--- config.mk ---
export PLATFORM = sky130hd
export DESIGN_NAME = tcdm_req_xbar
export DESIGN_NICKNAME = d
export VERILOG_FILES = /design/src/tcdm_pkg.sv /design/src/tcdm_req_xbar.sv
export VERILOG_INCLUDE_DIRS = /design/src
export SDC_FILE = /design/constraint.sdc
export NUM_CORES = 1
export LEC_CHECK = 0
export BUFFER_PORTS_ARGS = -buffer_cell sky130_fd_sc_hd__buf_2
export CORE_AREA = 5 5 143 145
export DETAILED_ROUTE_END_ITERATION = 16
export DIE_AREA = 0 0 148 150
export GPL_TIMING_DRIVEN = 0
export PLACE_DENSITY = 0.66
export SLEW_MARGIN = 25
export SYNTH_ARGS = -nofsm -noshare
export SYNTH_HDL_FRONTEND = slang
export SYNTH_SLANG_ARGS = --single-unit
export TNS_END_PERCENT = 10
--- constraint.sdc ---
create_clock -name clk_i -period 3.1 [get_ports clk_i]
set_input_delay 0.31 -clock clk_i [delete_from_list [all_inputs] [get_ports clk_i]]
set_output_delay 0.31 -clock clk_i [all_outputs]
set_load 0.02 [all_outputs]
--- src/mempool_settings.svh ---
// MemPool group settings
// Tile, bank and word geometry of the local TCDM path

`ifndef MEMPOOL_SETTINGS_SVH
`define MEMPOOL_SETTINGS_SVH

// One bank per tile
`define MEMPOOL_NUM_TILES       4
`define MEMPOOL_NUM_BANKS       4
`define MEMPOOL_TILE_IDX_WIDTH  2
`define MEMPOOL_BANK_IDX_WIDTH  2

// 64 words per bank
`define MEMPOOL_ROW_WIDTH       6
`define MEMPOOL_ADDR_WIDTH      (`MEMPOOL_ROW_WIDTH + `MEMPOOL_BANK_IDX_WIDTH)

`define MEMPOOL_DATA_WIDTH      32
`define MEMPOOL_BE_WIDTH        (`MEMPOOL_DATA_WIDTH / 8)

`endif
--- src/tcdm_pkg.sv ---
// TCDM package
// Word address union plus the arbitration and byte-merge helpers
// shared by the crossbars, the banks and the reference memory

`default_nettype none

`include "mempool_settings.svh"

package tcdm_pkg;

  // Word-interleaved: low bits pick the bank, high bits the row
  typedef union packed {
    logic [`MEMPOOL_ADDR_WIDTH-1:0] raw;
    struct packed {
      logic [`MEMPOOL_ROW_WIDTH-1:0]      row;
      logic [`MEMPOOL_BANK_IDX_WIDTH-1:0] bank;
    } fields;
  } tcdm_addr_u;

  // First requester at or after ptr, wrapping around
  // Used for both crossbars since a group has one bank per tile
  function automatic logic [`MEMPOOL_TILE_IDX_WIDTH-1:0] rr_pick(
    input logic [`MEMPOOL_NUM_TILES-1:0]      req,
    input logic [`MEMPOOL_TILE_IDX_WIDTH-1:0] ptr
  );
    logic [`MEMPOOL_TILE_IDX_WIDTH-1:0] idx;
    logic [`MEMPOOL_TILE_IDX_WIDTH-1:0] pick;
    logic                               found;
    pick  = ptr;
    found = 1'b0;
    for (int i = 0; i < `MEMPOOL_NUM_TILES; i++) begin
      idx = ptr + i[`MEMPOOL_TILE_IDX_WIDTH-1:0];
      if (!found && req[idx]) begin
        pick  = idx;
        found = 1'b1;
      end
    end
    return pick;
  endfunction

  function automatic logic [`MEMPOOL_DATA_WIDTH-1:0] be_merge(
    input logic [`MEMPOOL_DATA_WIDTH-1:0] old_word,
    input logic [`MEMPOOL_DATA_WIDTH-1:0] new_word,
    input logic [`MEMPOOL_BE_WIDTH-1:0]   be
  );
    logic [`MEMPOOL_DATA_WIDTH-1:0] merged;
    merged = old_word;
    for (int b = 0; b < `MEMPOOL_BE_WIDTH; b++) begin
      if (be[b]) begin
        merged[b*8 +: 8] = new_word[b*8 +: 8];
      end
    end
    return merged;
  endfunction

endpackage

`default_nettype wire

--- src/tcdm_req_xbar.sv ---
// TCDM request crossbar
// Decodes the bank field of each tile request, arbitrates round-robin
// per bank and tags the forwarded request with the winning tile index

`timescale 1ns/1ps
`default_nettype none

`include "mempool_settings.svh"

module tcdm_req_xbar (
  input  logic                                                     clk_i,
  input  logic                                                     rst_n_i,
  // Tile side
  input  logic [`MEMPOOL_NUM_TILES-1:0]                            req_valid_i,
  output logic [`MEMPOOL_NUM_TILES-1:0]                            req_ready_o,
  input  tcdm_pkg::tcdm_addr_u [`MEMPOOL_NUM_TILES-1:0]            req_addr_i,
  input  logic [`MEMPOOL_NUM_TILES-1:0]                            req_wen_i,
  input  logic [`MEMPOOL_NUM_TILES-1:0][`MEMPOOL_DATA_WIDTH-1:0]   req_wdata_i,
  input  logic [`MEMPOOL_NUM_TILES-1:0][`MEMPOOL_BE_WIDTH-1:0]     req_be_i,
  // Bank side
  output logic [`MEMPOOL_NUM_BANKS-1:0]                            bank_valid_o,
  input  logic [`MEMPOOL_NUM_BANKS-1:0]                            bank_ready_i,
  output logic [`MEMPOOL_NUM_BANKS-1:0][`MEMPOOL_ROW_WIDTH-1:0]    bank_row_o,
  output logic [`MEMPOOL_NUM_BANKS-1:0]                            bank_wen_o,
  output logic [`MEMPOOL_NUM_BANKS-1:0][`MEMPOOL_DATA_WIDTH-1:0]   bank_wdata_o,
  output logic [`MEMPOOL_NUM_BANKS-1:0][`MEMPOOL_BE_WIDTH-1:0]     bank_be_o,
  output logic [`MEMPOOL_NUM_BANKS-1:0][`MEMPOOL_TILE_IDX_WIDTH-1:0] bank_ini_o
);

  import tcdm_pkg::*;

  logic [`MEMPOOL_NUM_BANKS-1:0][`MEMPOOL_NUM_TILES-1:0]      bank_req;
  logic [`MEMPOOL_NUM_BANKS-1:0][`MEMPOOL_TILE_IDX_WIDTH-1:0] winner;
  logic [`MEMPOOL_NUM_BANKS-1:0][`MEMPOOL_TILE_IDX_WIDTH-1:0] rr_ptr;

  always_comb begin
    req_ready_o = '0;
    for (int b = 0; b < `MEMPOOL_NUM_BANKS; b++) begin
      for (int t = 0; t < `MEMPOOL_NUM_TILES; t++) begin
        bank_req[b][t] = req_valid_i[t] &&
                         (req_addr_i[t].fields.bank == b[`MEMPOOL_BANK_IDX_WIDTH-1:0]);
      end
      winner[b]       = rr_pick(bank_req[b], rr_ptr[b]);
      bank_valid_o[b] = |bank_req[b];
      bank_row_o[b]   = req_addr_i[winner[b]].fields.row;
      bank_wen_o[b]   = req_wen_i[winner[b]];
      bank_wdata_o[b] = req_wdata_i[winner[b]];
      bank_be_o[b]    = req_be_i[winner[b]];
      bank_ini_o[b]   = winner[b];
      // Only the granted tile sees ready
      if (bank_valid_o[b] && bank_ready_i[b]) begin
        req_ready_o[winner[b]] = 1'b1;
      end
    end
  end

  // Pointer moves just past the winner on every transfer
  always_ff @(posedge clk_i) begin
    if (!rst_n_i) begin
      rr_ptr <= '0;
    end else begin
      for (int b = 0; b < `MEMPOOL_NUM_BANKS; b++) begin
        if (bank_valid_o[b] && bank_ready_i[b]) begin
          rr_ptr[b] <= winner[b] + 1'b1;
        end
      end
    end
  end

endmodule

`default_nettype wire

==> summary.md <==
| Metric | Value |
|---|---|
| Multi-input logic area | `0.005991 mm²` |
| WP data required | `about 2.8 ns` |
| Antenna violations before repair | `5` |
| Clock slew at reported path FFs | `0.04 ns` |
| Placed Instances | `between 1000 and 1500` |
| Ys flop type | `dfxtp_1` |
| Worst slew pin tran | `between 0.8 and 0.9 ns` |
| Number of global-route vias before repair | `7474` |
| CP max stage cell | `dfxtp_2` |
| Largest net degree at the start of global routing | `13` |
| Leakage Power | `roughly 0.0044 µW` |
| Crit end category | `output pin` |
| Total Routing Usage GR | `25.71%` |
| Count leader, synth | `mux2i_1` |
| Final nets | `between 1000 and 1500` |
| Clock skew | `roughly 0.0042 ns` |
| Critical Path AT | `2.65 ns` |
| Share of the synthesized area in the top cell type | `between 70% and 80%` |
| Chip height | `150 µm` |
| Critical path type | `reg2out` |
| Std-Cell Rows | `51` |
| CTS Buffer Depth | `2` |
| Core box area | `approximately 0.019 mm²` |
| Design Area, Final | `~0.009 mm²` |
| Worst path max stage delay | `roughly 0.37 ns` |
| Layout cells sized above 1 | `between 40% and 50%` |
| Die Wd | `148 µm` |
| Final wirelength | `around 31000 µm` |
| CTS tree | `built` |
| I/O Buffers | `roughly 380` |
| Filler cells | `1930` |
| PD cells | `about 400 mW/mm²` |
| Syn. warnings | `0` |
| Period minus WS final | `2.963 ns` |
| Post-detailed-route wirelength per cell | `approximately 23 µm` |
| VDD IR max | `roughly 0.16 mV` |
| Final hold vios | `0` |
| Syn avg cell area | `a little over 9 µm²` |
| Synthesis-to-finish area growth | `35.44%` |
| Cell Area, Placed | `0.008741 mm²` |
| Vias per cell | `~5.5` |
| Yosys cell types | `between 40 and 50` |
| Post-route setup slack | `between 0.1 and 0.15 ns` |
| Cell taking the most area after synthesis | `mux2i_1` |
| Commonest cells in the netlist | `mux2i_1, buf_2, ha_1, inv_1` |
| # H-tree levels | `1` |
| Post-DP HPWL | `between 20000 and 25000 µm` |
| Final setup viols | `0` |
| Register area | `161.4 µm²` |
| Crit-path max FO | `12` |
| Reg-to-reg startpoint | `rr_ptr[2]` |
| CTS Hold Bufs | `0` |
| Mapped Nets | `912` |
| Largest Register | `rr_ptr` |
| First-pass GRT wire length | `between 40000 and 50000 µm` |
| Post-synth ARST share | `0%` |
| CP Cell Sequence | `and4b_1, o21ai_0, o41a_1, clkbuf_2, buf_12, buf_12, inv_1, ha_1, a222oi_1, o21ai_1, buf_2` |
| Total of max-cap violations | `0` |
| CP Launch Point | `rr_ptr[6]` |
| Fmax | `around 340 MHz` |
| TritonRoute pass-1 iters | `7` |
| EDFF count, synth | `0` |
| Area of the mapped netlist | `roughly 0.0066 mm²` |
| ANT nets after route | `0` |
| # DRC | `0` |
| Largest regs | `rr_ptr: 8 flops` |
| Remaining Overflow, GRT | `0` |
| Synth Register Bits | `8` |
| Max-slew headroom | `42.29%` |
| Status | `finished, final reports clean` |
| Initial Util | `34.36%` |
| CTS Buf Count | `3` |
| Post-synthesis sequential area ratio | `under 10%` |
| Global placer's final weighted congestion | `about 0.92` |
| Root Driver | `clkbuf_16` |
| Worst Min Path Start | `rst_n_i` |
| CTS Sinks | `8` |
| Synth area leaders | `mux2i_1, buf_2, dfxtp_1` |
| Flip-flop count of the largest register after layout | `8` |
| Tcrit/Tclk final | `95.59%` |
| Hold WS | `between 0.3 and 0.4 ns` |
| Vias | `7388` |
| Die ar. | `around 0.022 mm²` |
| Mapped Cells | `710` |
| Worst slack, placed | `-0.1481 ns` |
| Layout Cells excl Fill | `1332` |
| Critical path's most frequent cell | `buf_12` |
| I/O pin cnt | `about 380` |
| HP Class | `in2reg` |
| Clk_lat worst skew | `roughly 0.24 ns` |
| Total power | `around 3500 µW` |
| Setup crit start kind | `register` |
| Max-slew violations | `0` |
| DRT iter0 DRCs | `between 400 and 500` |
-- cell type report --
type / instances / share of cell area, %
Buffer: 61 / 4.438
Antenna cell: 4 / 0.1127
Sequential cell: 8 / 1.818
Inverter: 13 / 0.5495
Tap cell: 238 / 3.354
Clock buffer: 3 / 0.8454
Multi-Input combinational cell: 626 / 67.47
Timing Repair Buffer: 379 / 21.42
-- final timing paths --
path	endpoint	slack (ns)	cells past startpoint
hold reg to reg	rr_ptr[6]	0.55	2
setup / recovery	req_ready_o[0]	0.14	11
hold / removal	rr_ptr[0]	0.36	3
setup reg to reg	rr_ptr[3]	1.01	7
-- layout by cell type (no fill, tap or decap), types with 4 or more instances in the layout --
master	count
a21oi_1	8
a222oi_1	4
and2_1	4
buf_2	416
buf_4	8
buf_6	8
clkbuf_1	4
dfxtp_1	7
diode_2	4
ha_1	12
inv_1	12
mux2i_1	517
nand3_1	7
nand3b_1	8
nor2_1	9
o21ai_0	6
o21ai_1	4
o221ai_1	4
-- metrics by stage --
| step | util [%] | setup TNS (ns) |
|---|---|---|
| detailed placement | 45.81 | -0.3625 |
| global route | 46.54 | -0.003041 |
| floorplan | - | 0 |
| CTS | 46.23 | 0 |
| global placement | 45.81 | -0.3064 |
| finish | 46.54 | 0 |
-- what timing repair did --
item / in CTS / in global routing
gates cloned: 0 / 0
pin swaps: 0 / 1
resized for setup: 5 / 11
endpoints found under the setup margin: 3 / 3
buffers inserted: 0 / 2
-- metal layers --
metal	vias up	GRT usage, %	share of wire [%]
met1	3493	32.27	43
met2	333	45.79	49
met3	52	4.482	6.4
met4	2	6.097	2.2
met5	-	0	0.023
li1	3508	-	-
-- critical path, delay by kind of cell (launching register included) --
family / cells / cell delay (ns)
adders and majority gates: 1 / 0.19
DFF: 1 / 0.37
AOI/OAI and AO/OA: 4 / 0.82
buffers and inverters: 5 / 0.82
and+or+nand+nor: 1 / 0.21
-- cell families after synthesis --
logic type	share of synthesized area (%)
XOR/XNOR	0.1336
flip-flops	2.443
buffers and inverters	6.279
AO/OA/AOI/OAI	5.115
AND/OR/NAND/NOR	4.809
adder cells (fa/ha/maj)	2.290
multiplexers	78.93
-- report_power, final --
| part | total [µW] | switching, µW | internal, µW |
|---|---|---|---|
| clock | 225 | 57.9 | 167 |
| sequential | 124 | 10.9 | 113 |
| combinational | 3100 | 1910 | 1190 |
No activity file was read; power rests on OpenSTA's default activity.
