## config.mk

```make
export PLATFORM = sky130hd
export DESIGN_NAME = tcdm_spill_reg
export DESIGN_NICKNAME = d
export VERILOG_FILES = /design/src/tcdm_spill_reg.sv
export VERILOG_INCLUDE_DIRS = /design/src
export SDC_FILE = /design/constraint.sdc
export NUM_CORES = 1
export LEC_CHECK = 0
export BUFFER_PORTS_ARGS = -buffer_cell sky130_fd_sc_hd__buf_4
export CORE_UTILIZATION = 45
export DETAILED_ROUTE_END_ITERATION = 16
export HOLD_SLACK_MARGIN = 0.12
export PLACE_DENSITY = 0.73
export SYNTH_ARGS = -nofsm -noshare
export SYNTH_HDL_FRONTEND = slang
export SYNTH_SLANG_ARGS = --single-unit
```

## constraint.sdc

```tcl
create_clock -name clk_i -period 4.2 [get_ports clk_i]
set_clock_uncertainty 0.1 [all_clocks]
set_input_delay 0 -clock clk_i [delete_from_list [all_inputs] [get_ports clk_i]]
set_output_delay 0 -clock clk_i [all_outputs]
set_load 0.02 [all_outputs]
```

## src/mempool_settings.svh

```systemverilog
// MemPool group settings
// Tile, bank and word geometry of the local TCDM path

`ifndef MEMPOOL_SETTINGS_SVH
`define MEMPOOL_SETTINGS_SVH

// One bank per tile
`define MEMPOOL_NUM_TILES       4
`define MEMPOOL_NUM_BANKS       4
`define MEMPOOL_TILE_IDX_WIDTH  2
`define MEMPOOL_BANK_IDX_WIDTH  2

// 64 words per bank
`define MEMPOOL_ROW_WIDTH       6
`define MEMPOOL_ADDR_WIDTH      (`MEMPOOL_ROW_WIDTH + `MEMPOOL_BANK_IDX_WIDTH)

`define MEMPOOL_DATA_WIDTH      32
`define MEMPOOL_BE_WIDTH        (`MEMPOOL_DATA_WIDTH / 8)

`endif
```

## src/tcdm_spill_reg.sv

```systemverilog
// TCDM request spill register
// Two-entry buffer in front of a bank, full throughput with a
// ready that depends only on the fill level

`timescale 1ns/1ps
`default_nettype none

`include "mempool_settings.svh"

module tcdm_spill_reg (
  input  logic                               clk_i,
  input  logic                               rst_n_i,
  input  logic                               valid_i,
  output logic                               ready_o,
  input  logic [`MEMPOOL_ROW_WIDTH-1:0]      row_i,
  input  logic                               wen_i,
  input  logic [`MEMPOOL_DATA_WIDTH-1:0]     wdata_i,
  input  logic [`MEMPOOL_BE_WIDTH-1:0]       be_i,
  input  logic [`MEMPOOL_TILE_IDX_WIDTH-1:0] ini_i,
  output logic                               valid_o,
  input  logic                               ready_i,
  output logic [`MEMPOOL_ROW_WIDTH-1:0]      row_o,
  output logic                               wen_o,
  output logic [`MEMPOOL_DATA_WIDTH-1:0]     wdata_o,
  output logic [`MEMPOOL_BE_WIDTH-1:0]       be_o,
  output logic [`MEMPOOL_TILE_IDX_WIDTH-1:0] ini_o
);

  localparam int unsigned payload_width = `MEMPOOL_ROW_WIDTH + 1 + `MEMPOOL_DATA_WIDTH +
                                          `MEMPOOL_BE_WIDTH + `MEMPOOL_TILE_IDX_WIDTH;

  logic [payload_width-1:0] main_q;
  logic [payload_width-1:0] spill_q;
  logic                     main_full;
  logic                     spill_full;
  logic                     main_fill;
  logic                     main_drain;
  logic                     spill_fill;
  logic                     spill_drain;

  assign ready_o     = !main_full || !spill_full;
  assign main_fill   = valid_i && ready_o;
  assign main_drain  = main_full && !spill_full;
  // Main entry parks in the spill slot when the bank stalls
  assign spill_fill  = main_drain && !ready_i;
  assign spill_drain = spill_full && ready_i;

  assign valid_o = main_full || spill_full;
  assign {row_o, wen_o, wdata_o, be_o, ini_o} = spill_full ? spill_q : main_q;

  always_ff @(posedge clk_i) begin
    if (!rst_n_i) begin
      main_full  <= 1'b0;
      spill_full <= 1'b0;
    end else begin
      if (main_fill) begin
        main_full <= 1'b1;
      end else if (main_drain) begin
        main_full <= 1'b0;
      end
      if (spill_fill) begin
        spill_full <= 1'b1;
      end else if (spill_drain) begin
        spill_full <= 1'b0;
      end
    end
  end

  always_ff @(posedge clk_i) begin
    if (main_fill) begin
      main_q <= {row_i, wen_i, wdata_i, be_i, ini_i};
    end
    if (spill_fill) begin
      spill_q <= main_q;
    end
  end

endmodule

`default_nettype wire

```

==> summary.md, run 1 <==
| Metric | Value |
|---|---|
| Tcrit/Tclk final | 51.9% |
| Comb pwr share | 12.3% |
| Max cap viols | 0 |
| ANT cells | 0 |
| # clock sinks | 92 |
| Hold buffers post-CTS | 49 |
| Setup TNS | 0 ps |
| Worst path top cell family by delay | simple AND/OR/NAND/NOR gates |
| Num CTS Buffers | 9 |
| Leakage power | 0.00184 uW |
| DR pass1 iterations | 4 |
| Post-route ant nets | 0 |
| Max Clk Rate | 0.458 GHz |
| Seq cells post-synth | 92 |
| Ratio of cells with drive above 1 in the final layout | 51.8% |
| Total track usage | 16.6% |
| Nets | 350 |
| Final hold violations | 0 |
| Clock Latency Late Sink | 340 ps |
| Vias in the first global route | 1934 |
| Die area | 7840 um2 |
| Worst-path clk slew | 80 ps |
| Net Sw Frac | 21.5% |
| First-pass GRT wire length | 9230 um |
| Fin Hold WS | 268 ps |
| Syn_nets | 198 |
| Clk buf depth | 2 |
| Die Y | 88.5 um |
| Final core utilization | 67.0% |
| # DRC | 0 |
| Clock Tree Root | clkbuf_8 |
| Peak VDD IR | 193 uV |
| Unique masters post-synth | 13 |
| Port buffer count | 95 |
| Crit-path cells | buf_4 -> nand2_2 -> and2_2 |
| Setup Fix Bufs, Post-CTS | 0 |
| Most common cell after layout, fill and taps aside | buf_4 |
| RSZ-0062 raised after global routing | false |
| H-tree levels | 3 |
| Largest net degree at the start of global routing | 49 |
| CP peak stage delay | 850 ps |
| Rows | 31 |
| Net switching power figure | 397 uW |
| CTS tree | done |
| # setup viols final | 0 |
| Non-Filler Instances | 404 |
| Mapped Avg Cell Area | 22.6 um2 |
| Status | complete, no violations |
| Initial core utilization | 46.5% |
| Clock network power share | 29.7% |
| Hold Crit Class | in -> reg |
| Final WL | 6100 um |
| Initial DRC count | 83 |
| Synthesized instance count | 149 |
| Max stage delay cell, worst path | and2_2 |
| Worst-margin pin slew | 1050 ps |
| Cells after DPL | 340 |
| Commonest cells after routing, fill and taps aside | 97 x buf_4, 90 x edfxtp_1, 49 x dlygate4sd3_1 |
| Worst path arrival time | 2050 ps |
| Worst setup SP type | flop |
| WL/cell | 15.1 um |
| Post-CTS sizing | 0 |
| Critical path class | reg -> reg |
| Final min period | 2180 ps |
| Via count | 1891 |
| Area growth from synthesis to layout | 44.2% |
| Pins Over Slew Limit | 0 |
| Req. time, crit path | 4070 ps |
| Sequential share of power | 58.0% |
| DR vias/cell | 4.68 |
| GPL Wtd Cong | 0.757 |
| Core ar. | 7250 um2 |
| Mapped Area | 3370 um2 |
| CP max FO | 48 |
| Worst setup EP type | flop |
| Initial antenna violation count | 0 |
| Power density cells | 379 nW/um2 |
| Ys Warns | 0 |
| DP HPWL | 3780 um |
| Int Power | 1450 uW |
| Overflow after GRT | 0 |
| Slew Limit Headroom | 30.2% |
| I/O pin count | 96 |
| Die X-Extent | 88.5 um |
| Buffers & Inverters on Critical Path | 1 |
| Post-synthesis sequential area ratio | 81.4% |
power groups by stage:
stage / logic, uW / clock network (uW) / registers, uW
5_1_grt: 241 / 601 / 1070
4_1_cts: 227 / 559 / 1070
6_report: 226 / 548 / 1070
3_5_place_dp: 190 / 0 / 1090
2_1_floorplan: 98.9 / 0 / 1090
3_3_place_gp: 189 / 0 / 1090
worst reg2reg max path, stage by stage, from the launching register on:
cell	delay (ps)
dfxtp_2	340
buf_4	310
nand2_2	190
and2_2	850
cells in the mapped netlist:
cell type	count	area share [%]
mux2_4	8	3.6
nor2b_1	1	0.19
buf_6	2	0.67
a21oi_1	1	0.15
nand2_2	1	0.19
and2_1	1	0.19
or2_1	1	0.19
mux2_2	37	12
and3b_1	1	0.26
nor3b_1	1	0.22
dfxtp_1	2	1.2
edfxtp_1	90	80
buf_4	3	0.67
final timing paths:
| kind | slack, ps | end | startpoint | cells after the start |
|---|---|---|---|---|
| setup / recovery | 2020 | main_q[36] | spill_full | 3 |
| hold / removal | 270 | main_q[4] | be_i[2] | 2 |
| setup reg to reg | 2020 | main_q[36] | spill_full | 3 |
| hold reg to reg | 350 | spill_q[7] | main_q[7] | 0 |
sequential cells by signal, indices dropped and copies added, names as in the netlist:
name        count
main_full       1
spill_full      1
spill_q        45
main_q         45
cell families (layout without fill, tap and decap cells):
logic type             after synthesis  in the layout  synth area share (%)
AOI/OAI and AO/OA                    1              1                 0.148
and+or+nand+nor                      6              6                  1.23
buffers and inverters                5            161                  1.34
muxes                               45             45                  15.9
DFF                                 92             92                  81.4
cell type report:
type                    instances  area, um2
flip-flops and latches         92       2740
fillers                       492       2390
repair buffers                146       1220
multi-input cells              52        596
clock buffers                   9        124
well taps                      99        124
clock inverters                 6       56.3
metrics by stage:
step / total power (uW) / instance area (um2) / setup slack [ps]
5_1_grt: 1920 / 4860 / 1900
6_report: 1840 / 4860 / 2020
4_1_cts: 1860 / 4860 / 2020
3_5_place_dp: 1280 / 4190 / 2020
2_1_floorplan: 1180 / 3380 / 1240
3_3_place_gp: 1280 / 4190 / 2100
layer usage:
| metal | GRT usage (%) | vias to the layer above | routed length [um] |
|---|---|---|---|
| li1 | - | 891 | - |
| met1 | 20.4 | 927 | 2560 |
| met2 | 27.4 | 62 | 3170 |
| met3 | 4.76 | 11 | 255 |
| met4 | 7.92 | 0 | 118 |
| met5 | 0 | - | 0 |
Power figures use the tool's default switching activity.
==> inputs of run 2 (changes only) <==
PLACE_DENSITY = 0.71   (was 0.73)
clock period = 2.2 ns   (was 4.2 ns; I/O delays follow)
==> summary.md, run 2 (same netlist as run 1, synthesis figures left out) <==
| Metric | Value |
|---|---|
| Multi-input gate area | 596 um2 |
| Post-route ant nets | 0 |
| FILL cells | 506 |
| Critical R2R Capture | main_full |
| Final hold violations | 0 |
| Worst R2R Start | spill_full |
| Die area | 7840 um2 |
| Final min period | 1800 ps |
| Largest net degree at the start of global routing | 30 |
| Req. time, crit path | 2100 ps |
| CTS tree | done |
| CP max FO | 29 |
| Die X-Extent | 88.5 um |
| Total track usage | 16.4% |
| Fin Hold WS | 221 ps |
| Worst-path clk slew | 90 ps |
| Clock network power share | 32.1% |
| Critical path class | reg -> out |
| R2R Setup Slk | 590 ps |
| Net Sw Frac | 20.7% |
| Area growth from synthesis to layout | 46.4% |
| Core ar. | 7250 um2 |
| Final WL | 6160 um |
| Worst R2R Path Depth | 4 |
| RSZ-0062 raised after global routing | false |
| GPL Wtd Cong | 0.704 |
| H-tree levels | 3 |
| Max Clk Rate | 0.556 GHz |
| Power density cells | 740 nW/um2 |
| Crit path launch | spill_full |
| First-pass GRT wire length | 9230 um |
| Max cap viols | 0 |
| Clk buf depth | 2 |
| Net switching power figure | 754 uW |
| Clock Tree Root | clkbuf_8 |
| DP HPWL | 3960 um |
| Max stage delay cell, worst path | buf_4 |
| Int Power | 2900 uW |
| Most used cell, CP | buf_4 |
| Initial antenna violation count | 0 |
| Worst path arrival time | 1700 ps |
| Biggest regs | main_q (45), spill_q (45) |
| # DRC | 0 |
| Crit-path cells | buf_4 -> mux2_2 -> buf_4 |
| WL/cell | 15.1 um |
| Port buffer count | 95 |
| Setup Fix Bufs, Post-CTS | 0 |
| Num CTS Buffers | 9 |
| Worst setup SP type | flop |
| Hold Crit Class | in -> reg |
| Nets | 353 |
| Comb pwr share | 12.0% |
| Rows | 31 |
| Worst-margin pin slew | 457 ps |
| Most common cell after layout, fill and taps aside | buf_4 |
| Post-CTS sizing | 0 |
| Hold_sp | valid_i |
| Via count | 1892 |
| Vias in the first global route | 1935 |
| Overflow after GRT | 0 |
| # setup viols final | 0 |
| ANT cells | 0 |
| Register area | 2740 um2 |
| Commonest cells after routing, fill and taps aside | 99 x buf_4, 90 x edfxtp_1, 48 x dlygate4sd3_1 |
| Ratio of cells with drive above 1 in the final layout | 52.8% |
| Critical path endpoint | wdata_o[0] |
| Pins Over Slew Limit | 0 |
| Tcrit/Tclk final | 81.8% |
| # clock sinks | 92 |
| Die Y | 88.5 um |
| Peak VDD IR | 390 uV |
| Worst path top cell family by delay | buffers and inverters |
| Worst setup EP type | primary output |
| Leakage power | 0.00188 uW |
| Initial DRC count | 55 |
| I/O pin count | 96 |
| DR pass1 iterations | 4 |
| Clock Latency Late Sink | 330 ps |
| Final core utilization | 68.0% |
| Buffers & Inverters on Critical Path | 2 |
| DR vias/cell | 4.64 |
| Initial core utilization | 46.5% |
| Sequential share of power | 55.9% |
| Slew Limit Headroom | 69.6% |
| CP Depth | 3 |
| Status | complete, no violations |
| CP peak stage delay | 410 ps |
## run 2: changes by cell type in the layout (fill, tap and decap cells not counted)
cell | before | now
buf_12 | 0 | 2
clkinvlp_4 | 2 | 1
clkinv_1 | 3 | 1
dlygate4sd3_1 | 49 | 48
clkbuf_1 | 0 | 2
bufinv_16 | 1 | 2
clkinv_2 | 0 | 1
buf_4 | 97 | 99
## run 2: worst register-to-register path: stages (launching register included)
cell and delay (ps):
dfxtp_2 390, buf_4 270, a21oi_1 100, nor2b_1 130, dlygate4sd3_1 570
## run 2: final cells by class
type                            instances  share of cell area (%)
Sequential cell                        92                    55.6
Clock inverter                          5                    1.55
Multi-Input combinational cell         52                    12.1
Tap cell                               99                    2.51
Timing Repair Buffer                  149                    25.6
Clock buffer                           11                    2.66
## run 2: how the worst min path moves through the flow
stage                       endpoint  depth (start not counted)  slack (ps)
after detailed placement  main_q[26]                          1          80
after CTS                 main_q[29]                          2         210
after global placement     main_q[7]                          1          80
after global routing      main_q[29]                          2         210
final                     main_q[24]                          2         220
after floorplan            main_q[0]                          0          -1
## run 2: power groups by stage
stage	registers, uW	clock network (uW)	logic (uW)
floorplan	2070	0	191
global placement	2080	0	369
detailed placement	2080	0	371
CTS	2040	1200	442
global route	2050	1270	467
finish	2040	1170	438
## run 2: routing by layer
layer / part of all wire (%) / GRT usage [%]
met3: 4.0 / 3.82
met1: 42 / 19.5
met4: 0.62 / 7.04
met5: 0 / 0
met2: 54 / 28.6
## run 2: stage by stage
| stage | power (uW) | worst slack (ps) | instance area, um2 | setup TNS (ps) | instances |
|---|---|---|---|---|---|
| 3_5_place_dp | 2450 | 732 | 4250 | 0 | 344 |
| 6_report | 3650 | 401 | 4930 | 0 | 408 |
| 5_1_grt | 3790 | 318 | 4930 | 0 | 408 |
| 2_1_floorplan | 2260 | -110 | 3390 | -4930 | 149 |
| 3_3_place_gp | 2440 | 727 | 4250 | 0 | 344 |
| 4_1_cts | 3690 | 370 | 4930 | 0 | 408 |
## run 2: timing repair
item | in CTS | in global routing
hold buffers | 48 | 0
hold endpoints to repair | 64 | 0
endpoints found under the setup margin | 0 | 0
