<file path="config.mk">
export PLATFORM = sky130hd
export DESIGN_NAME = tcdm_resp_xbar
export DESIGN_NICKNAME = d
export VERILOG_FILES = /design/src/tcdm_pkg.sv /design/src/tcdm_resp_xbar.sv
export VERILOG_INCLUDE_DIRS = /design/src
export SDC_FILE = /design/constraint.sdc
export NUM_CORES = 1
export LEC_CHECK = 0
export BUFFER_PORTS_ARGS = -buffer_cell sky130_fd_sc_hd__buf_2
export CAP_MARGIN = 30
export CORE_ASPECT_RATIO = 0.9
export CORE_MARGIN = 3
export CORE_UTILIZATION = 43
export CTS_CLUSTER_DIAMETER = 80
export CTS_CLUSTER_SIZE = 8
export DETAILED_ROUTE_END_ITERATION = 16
export PLACE_DENSITY = 0.81
export SYNTH_ARGS = -nofsm -noshare
export SYNTH_HDL_FRONTEND = slang
export SYNTH_SLANG_ARGS = --single-unit
</file>
<file path="constraint.sdc">
create_clock -name clk_i -period 1.88 [get_ports clk_i]
set_input_delay 0.094 -clock clk_i [delete_from_list [all_inputs] [get_ports clk_i]]
set_output_delay 0.094 -clock clk_i [all_outputs]
set_load 0.05 [all_outputs]
</file>
<file path="src/mempool_settings.svh">
// MemPool group settings
// Tile, bank and word geometry of the local TCDM path

`ifndef MEMPOOL_SETTINGS_SVH
`define MEMPOOL_SETTINGS_SVH

// One bank per tile
`define MEMPOOL_NUM_TILES       4
`define MEMPOOL_NUM_BANKS       4
`define MEMPOOL_TILE_IDX_WIDTH  2
`define MEMPOOL_BANK_IDX_WIDTH  2

// 64 words per bank
`define MEMPOOL_ROW_WIDTH       6
`define MEMPOOL_ADDR_WIDTH      (`MEMPOOL_ROW_WIDTH + `MEMPOOL_BANK_IDX_WIDTH)

`define MEMPOOL_DATA_WIDTH      32
`define MEMPOOL_BE_WIDTH        (`MEMPOOL_DATA_WIDTH / 8)

`endif
</file>
<file path="src/tcdm_pkg.sv">
// TCDM package
// Word address union plus the arbitration and byte-merge helpers
// shared by the crossbars, the banks and the reference memory

`default_nettype none

`include "mempool_settings.svh"

package tcdm_pkg;

  // Word-interleaved: low bits pick the bank, high bits the row
  typedef union packed {
    logic [`MEMPOOL_ADDR_WIDTH-1:0] raw;
    struct packed {
      logic [`MEMPOOL_ROW_WIDTH-1:0]      row;
      logic [`MEMPOOL_BANK_IDX_WIDTH-1:0] bank;
    } fields;
  } tcdm_addr_u;

  // First requester at or after ptr, wrapping around
  // Used for both crossbars since a group has one bank per tile
  function automatic logic [`MEMPOOL_TILE_IDX_WIDTH-1:0] rr_pick(
    input logic [`MEMPOOL_NUM_TILES-1:0]      req,
    input logic [`MEMPOOL_TILE_IDX_WIDTH-1:0] ptr
  );
    logic [`MEMPOOL_TILE_IDX_WIDTH-1:0] idx;
    logic [`MEMPOOL_TILE_IDX_WIDTH-1:0] pick;
    logic                               found;
    pick  = ptr;
    found = 1'b0;
    for (int i = 0; i < `MEMPOOL_NUM_TILES; i++) begin
      idx = ptr + i[`MEMPOOL_TILE_IDX_WIDTH-1:0];
      if (!found && req[idx]) begin
        pick  = idx;
        found = 1'b1;
      end
    end
    return pick;
  endfunction

  function automatic logic [`MEMPOOL_DATA_WIDTH-1:0] be_merge(
    input logic [`MEMPOOL_DATA_WIDTH-1:0] old_word,
    input logic [`MEMPOOL_DATA_WIDTH-1:0] new_word,
    input logic [`MEMPOOL_BE_WIDTH-1:0]   be
  );
    logic [`MEMPOOL_DATA_WIDTH-1:0] merged;
    merged = old_word;
    for (int b = 0; b < `MEMPOOL_BE_WIDTH; b++) begin
      if (be[b]) begin
        merged[b*8 +: 8] = new_word[b*8 +: 8];
      end
    end
    return merged;
  endfunction

endpackage

`default_nettype wire

</file>
<file path="src/tcdm_resp_xbar.sv">
// TCDM response crossbar
// Steers each bank response back to the tile named by its tag,
// round-robin among banks that target the same tile

`timescale 1ns/1ps
`default_nettype none

`include "mempool_settings.svh"

module tcdm_resp_xbar (
  input  logic                                                       clk_i,
  input  logic                                                       rst_n_i,
  // Bank side
  input  logic [`MEMPOOL_NUM_BANKS-1:0]                              bank_valid_i,
  output logic [`MEMPOOL_NUM_BANKS-1:0]                              bank_ready_o,
  input  logic [`MEMPOOL_NUM_BANKS-1:0][`MEMPOOL_DATA_WIDTH-1:0]     bank_rdata_i,
  input  logic [`MEMPOOL_NUM_BANKS-1:0][`MEMPOOL_TILE_IDX_WIDTH-1:0] bank_ini_i,
  // Tile side
  output logic [`MEMPOOL_NUM_TILES-1:0]                              resp_valid_o,
  input  logic [`MEMPOOL_NUM_TILES-1:0]                              resp_ready_i,
  output logic [`MEMPOOL_NUM_TILES-1:0][`MEMPOOL_DATA_WIDTH-1:0]     resp_rdata_o
);

  import tcdm_pkg::*;

  logic [`MEMPOOL_NUM_TILES-1:0][`MEMPOOL_NUM_BANKS-1:0]      tile_req;
  logic [`MEMPOOL_NUM_TILES-1:0][`MEMPOOL_BANK_IDX_WIDTH-1:0] winner;
  logic [`MEMPOOL_NUM_TILES-1:0][`MEMPOOL_BANK_IDX_WIDTH-1:0] rr_ptr;

  always_comb begin
    bank_ready_o = '0;
    for (int t = 0; t < `MEMPOOL_NUM_TILES; t++) begin
      for (int b = 0; b < `MEMPOOL_NUM_BANKS; b++) begin
        tile_req[t][b] = bank_valid_i[b] &&
                         (bank_ini_i[b] == t[`MEMPOOL_TILE_IDX_WIDTH-1:0]);
      end
      winner[t]       = rr_pick(tile_req[t], rr_ptr[t]);
      resp_valid_o[t] = |tile_req[t];
      resp_rdata_o[t] = bank_rdata_i[winner[t]];
      // Losing banks keep their response held
      if (resp_valid_o[t] && resp_ready_i[t]) begin
        bank_ready_o[winner[t]] = 1'b1;
      end
    end
  end

  always_ff @(posedge clk_i) begin
    if (!rst_n_i) begin
      rr_ptr <= '0;
    end else begin
      for (int t = 0; t < `MEMPOOL_NUM_TILES; t++) begin
        if (resp_valid_o[t] && resp_ready_i[t]) begin
          rr_ptr[t] <= winner[t] + 1'b1;
        end
      end
    end
  end

endmodule

`default_nettype wire

</file>
==> metrics.md, run 1 <==
| Metric | Value |
|---|---|
| CTS Buffer Depth | `2` |
| Ys Warns | `0` |
| Clk root buf | `clkbuf_16` |
| CTS buffer count | `3` |
| Placer congestion estimate | `0.9037` |
| Clock Sinks | `8` |
| Starting density of the core | `44.84%` |
| Syn Inst Count | `559` |
| IO buf count | `281` |
| Run status | `did not finish` |
| Async set-reset flop share out of synthesis | `0%` |
| Post-cts resize count | `approximately 670` |
| Mapped cell area | `5231 um2` |
| Fail Step | `clock tree synthesis` |
| DP Wirelength | `16860 um` |
| Hold_buf cts | `0` |
| Syn nets | `~700` |
| IO Pins | `282` |
| Main synth FF type | `dfxtp_1` |
| Flops & latches, synth | `8` |
| Die Wd | `122.3 um` |
| Row Count | `37` |
| Tool Error | `[ERROR DPL-0038] Utilization greater than 100%, impossible to legalize` |
| Post-CTS setup buffer count | `48` |
| Synth unique cells | `46` |
| H-tree levels | `1` |
| Post-synth EDFFs | `0` |
| Post-synthesis sequential area ratio | `under 10%` |
| Mean post-synth cell area | `9.358 um2` |
| Die Ht | `110.6 um` |
[metrics by stage]
stage / hold WS (ps) / setup TNS (ps) / area (um2) / instances / setup WS [ps]
floorplan: 222.0 / -5461 / 6848 / 559 / -174.4
global placement: 406.5 / -34030 / 8768 / 1006 / -433.3
detailed placement: 405.0 / -40870 / 8768 / 1006 / -458.0
[synth_stat cells (all sizes together), types with 5 or more instances]
cell type | instances | area share, %
clkbuf | 5 | 0.36
nand3b | 7 | 1.0
ha | 12 | 2.9
mux2i | 387 | 74
inv | 10 | 0.72
nand2 | 7 | 0.50
nand3 | 8 | 0.77
o21ai | 6 | 0.57
dfxtp | 8 | 3.1
buf | 44 | 6.2
a222oi | 5 | 0.96
[kinds of logic after synthesis]
kind of cell	share of synthesized area [%]
mux	74.05
buf+inv	7.271
simple gates	6.769
compound gates	5.812
fa+ha+maj	2.870
flops	3.061
xor+xnor	0.1675
==> run 2: changes to the inputs <==
- CORE_ASPECT_RATIO: 0.9 -> unset
- CORE_UTILIZATION: 43 -> 30
- CTS_CLUSTER_DIAMETER: 80 -> unset
- CTS_CLUSTER_SIZE: 8 -> unset
- PLACE_DENSITY: 0.81 -> unset
- PLACE_DENSITY_LB_ADDON: unset -> 0.15
- clock period: 1.88 -> 2.4 ns (I/O delays scaled with it)
==> run 2 against run 1 <==
Compared with the run above: area after synthesis unchanged; the flow now finishes, with violations (negative setup slack); synthesized cell count did not move.
==> metrics.md, run 2 <==
| Metric | Value |
|---|---|
| Post-synth EDFFs | `0 (unchanged)` |
| Starting density of the core | `31.10% (-14 points)` |
| Worst slew margin | `approximately three quarters` |
| H-tree levels | `1 (unchanged)` |
| Wire per inst | `slightly above 20 um` |
| Share of cells above drive strength 1 | `43.46%` |
| CTS tree | `done` |
| Fin Setup TNS | `-7.146 ps` |
| Top-area cell type share of the netlist area | `74.05% (unchanged)` |
| Max reg flops | `8` |
| Adder-cell share of the synthesized area | `2.870% (unchanged)` |
| Cell area power density | `between 500 and 600 nW/um2` |
| Min cycle time layout | `~2400 ps` |
| Clk root buf | `clkbuf_16` |
| Max Freq | `415.4 MHz` |
| Async set-reset flop share out of synthesis | `0% (unchanged)` |
| Gr usage total | `20.16%` |
| Fin nets | `1009` |
| Comb power frac | `90.1%` |
| Clock skew | `0.3569 ps` |
| Switching fraction of total power | `around three fifths` |
| Int Pwr | `1729 uW` |
| Regs by FF count | `rr_ptr x8` |
| Largest reg by FF count | `rr_ptr` |
| Post-synthesis mux area share | `74.05% (unchanged)` |
| GRT Residual Overflow | `0` |
| Core area | `16820 um2` |
| Most frequent cells in the layout | `mux2i_1 (378), buf_2 (243), buf_4 (54)` |
| Initial antenna violation count | `0` |
| Compound-Gate Fraction of Synth Area | `5.812% (unchanged)` |
| First-pass GRT wire length | `about 32000 um` |
| Flops & latches, synth | `8 (unchanged)` |
| IO buf count | `281 (unchanged)` |
| Mean post-synth cell area | `9.358 um2 (unchanged)` |
| Placer congestion estimate | `0.8152 (-9.8%)` |
| Maximum vdd ir drop | `0.0004572 V` |
| Final setup violation count | `1` |
| Ys Warns | `0 (unchanged)` |
| DRT iter0 DRCs | `190` |
| Area Growth Syn to Fin | `44.73%` |
| DP Wirelength | `15890 um (-5.7%)` |
| Crit path capture type | `output pin` |
| Antenna Nets Post-Route | `0` |
| Finished Layout Cells | `between 1000 and 1500` |
| Flop pwr share | `3.6%` |
| DRT Wirelength | `21620 um` |
| Xor/xnor share of the synthesized area | `0.1674% (unchanged)` |
| CTS clk-pin slew, worst paths | `40 ps` |
| Commonest non-fill, non-tap cell in the layout | `mux2i_1` |
| Vias per cell | `5.302` |
| Mapped cell area | `5231 um2 (unchanged)` |
| Util after Layout | `45.02%` |
| Clock network power share | `between 6 and 7%` |
| Row Count | `47 (+27%)` |
| CTS buffer count | `3 (unchanged)` |
| Pre-CTS WS | `41.20 ps (+499.2 ps)` |
| Run status | `finished, violations left` |
| Max Cap Viol | `0` |
| Leading cell types by count after synthesis | `mux2i_1 (387), buf_2 (18), buf_4 (16), ha_1 (12)` |
| Period utilization | `100.3%` |
| RSZ-0062 raised after global routing | `true` |
| Violated checks | `negative setup slack` |
| Largest cells by area after synthesis | `mux2i_1 (74%), dfxtp_1 (3.1%), ha_1 (2.9%)` |
| Main synth FF type | `dfxtp_1` |
| Worst Path Required | `2280 ps` |
| Hold_buf cts | `0 (unchanged)` |
| Largest net degree at the start of global routing | `39` |
| Fin. max-slew vios | `0` |
| Filler cells | `approximately 1700` |
| Clock Sinks | `8 (unchanged)` |
| Most frequent cell after synthesis | `mux2i_1` |
| Final hold vios | `0` |
| Net Sw Power | `2787 uW` |
| Placed cell areas | `7063 um2 (-19%)` |
| Via count | `5673` |
| Synth area leader | `mux2i_1` |
| Vias in the first global route | `5756` |
| Most Crowded Layer GR | `met2` |
| Synth unique cells | `46 (unchanged)` |
| Global Route met3 Usage | `3.729%` |
| Worst EP arrival | `around 2300 ps` |
| IO Pins | `282 (unchanged)` |
| Die Ht | `138.1 um (+25%)` |
| GR Layer Usage met2 | `between 30% and 40%` |
| Met1 usage | `24.73%` |
| Die Wd | `138.1 um (+13%)` |
| Clock Latency Late Sink | `about 230 ps` |
| Syn nets | `717 (unchanged)` |
| Final Cell Area | `7571 um2` |
| Crit-path max FO | `7` |
| Leak Pwr | `0.003860 uW` |
| Setup WS post-layout | `-7.146 ps` |
| CTS Buffer Depth | `2 (unchanged)` |
| Die area | `~19000 um2` |
| Syn Inst Count | `559 (unchanged)` |
| Pre-antenna DRT Iters | `7` |
| Least-Margin Pin Slew | `379.8 ps` |
| Post-synthesis sequential area ratio | `3.061% (unchanged)` |
| Worst hold path class | `primary input to flop` |
| Dpl cells | `1048 (+4.2%)` |
| Remaining DRCs | `0` |
| Post-Synth Simple-Gate Area | `6.769% (unchanged)` |
| Setup Crit Path Kind | `flop to output pin` |
| Largest family of logic cells by synthesized area | `multiplexers` |
| Startpoint types | `flop` |
-- run 2: cell counts after synthesis --
Identical to the previous run, type by type.
-- run 2: through the flow --
step | hold slack [ps] | power [uW]
2_1_floorplan | 248.2 | 2999
3_3_place_gp | 444.1 | 4000
3_5_place_dp | 442.2 | 4001
4_1_cts | 203.9 | 4361
5_1_grt | 209.9 | 4719
6_report | 198.2 | 4517
-- run 2: power groups by stage --
stage	Sequential, uW	Clock, uW	Combinational (uW)
floorplan	158	0	2840
global placement	164	0	3840
detailed placement	164	0	3840
CTS	162	281	3920
global route	164	296	4260
finish	163	283	4070
-- run 2: worst paths after layout --
kind	cells after the start	slack, ps	startpoint	endpoint
min	2	200	rst_n_i	rr_ptr[0]
max	8	-7	rr_ptr[0]	resp_rdata_o[1]
max reg2reg	7	550	rr_ptr[0]	rr_ptr[1]
min reg2reg	1	570	rr_ptr[2]	rr_ptr[2]
-- run 2: worst max-delay path, stage by stage (launching register included) --
cell and delay, ps:
dfxtp_2 320, or4b_4 520, o211ai_1 140, a21o_4 230, buf_12 150, buf_8 140, mux2i_1 90, mux2i_2 260
buf_6 210
-- run 2: kinds of logic after synthesis --
family                   count (synthesis)
flip-flops                               8
AND/OR/NAND/NOR                         54
XOR/XNOR                                 1
AO/OA/AOI/OAI                           38
buffers and inverters                   59
adder cells (fa/ha/maj)                 12
multiplexers                           387
-- run 2: final cells by class --
class | instances | area, um2 | share of cell area [%]
multi-input cells | 492 | 4823 | 63.71
repair buffers | 336 | 2188 | 28.90
well taps | 220 | 275.3 | 3.636
flip-flops and latches | 8 | 166.4 | 2.198
clock buffers | 3 | 75.07 | 0.9916
inverters | 10 | 40.04 | 0.5288
diodes | 1 | 2.502 | 0.03305
-- run 2: metal layers --
metal / wire (um) / vias to the layer above / part of all wire, %
met5: 0 / - / 0
met4: 159 / 0 / 0.74
met3: 1200 / 10 / 5.6
met2: 11140 / 191 / 52
met1: 9125 / 2721 / 42
li1: - / 2751 / -
-- run 2: what timing repair did --
action,4_1_cts,5_1_grt
endpoints found under the hold margin,0,0
setup endpoints to repair,31,72
pin swaps,2,10
setup buffers,4,9
gates resized for setup,11,76
cloned,2,4
Power figures use the tool's default switching activity.
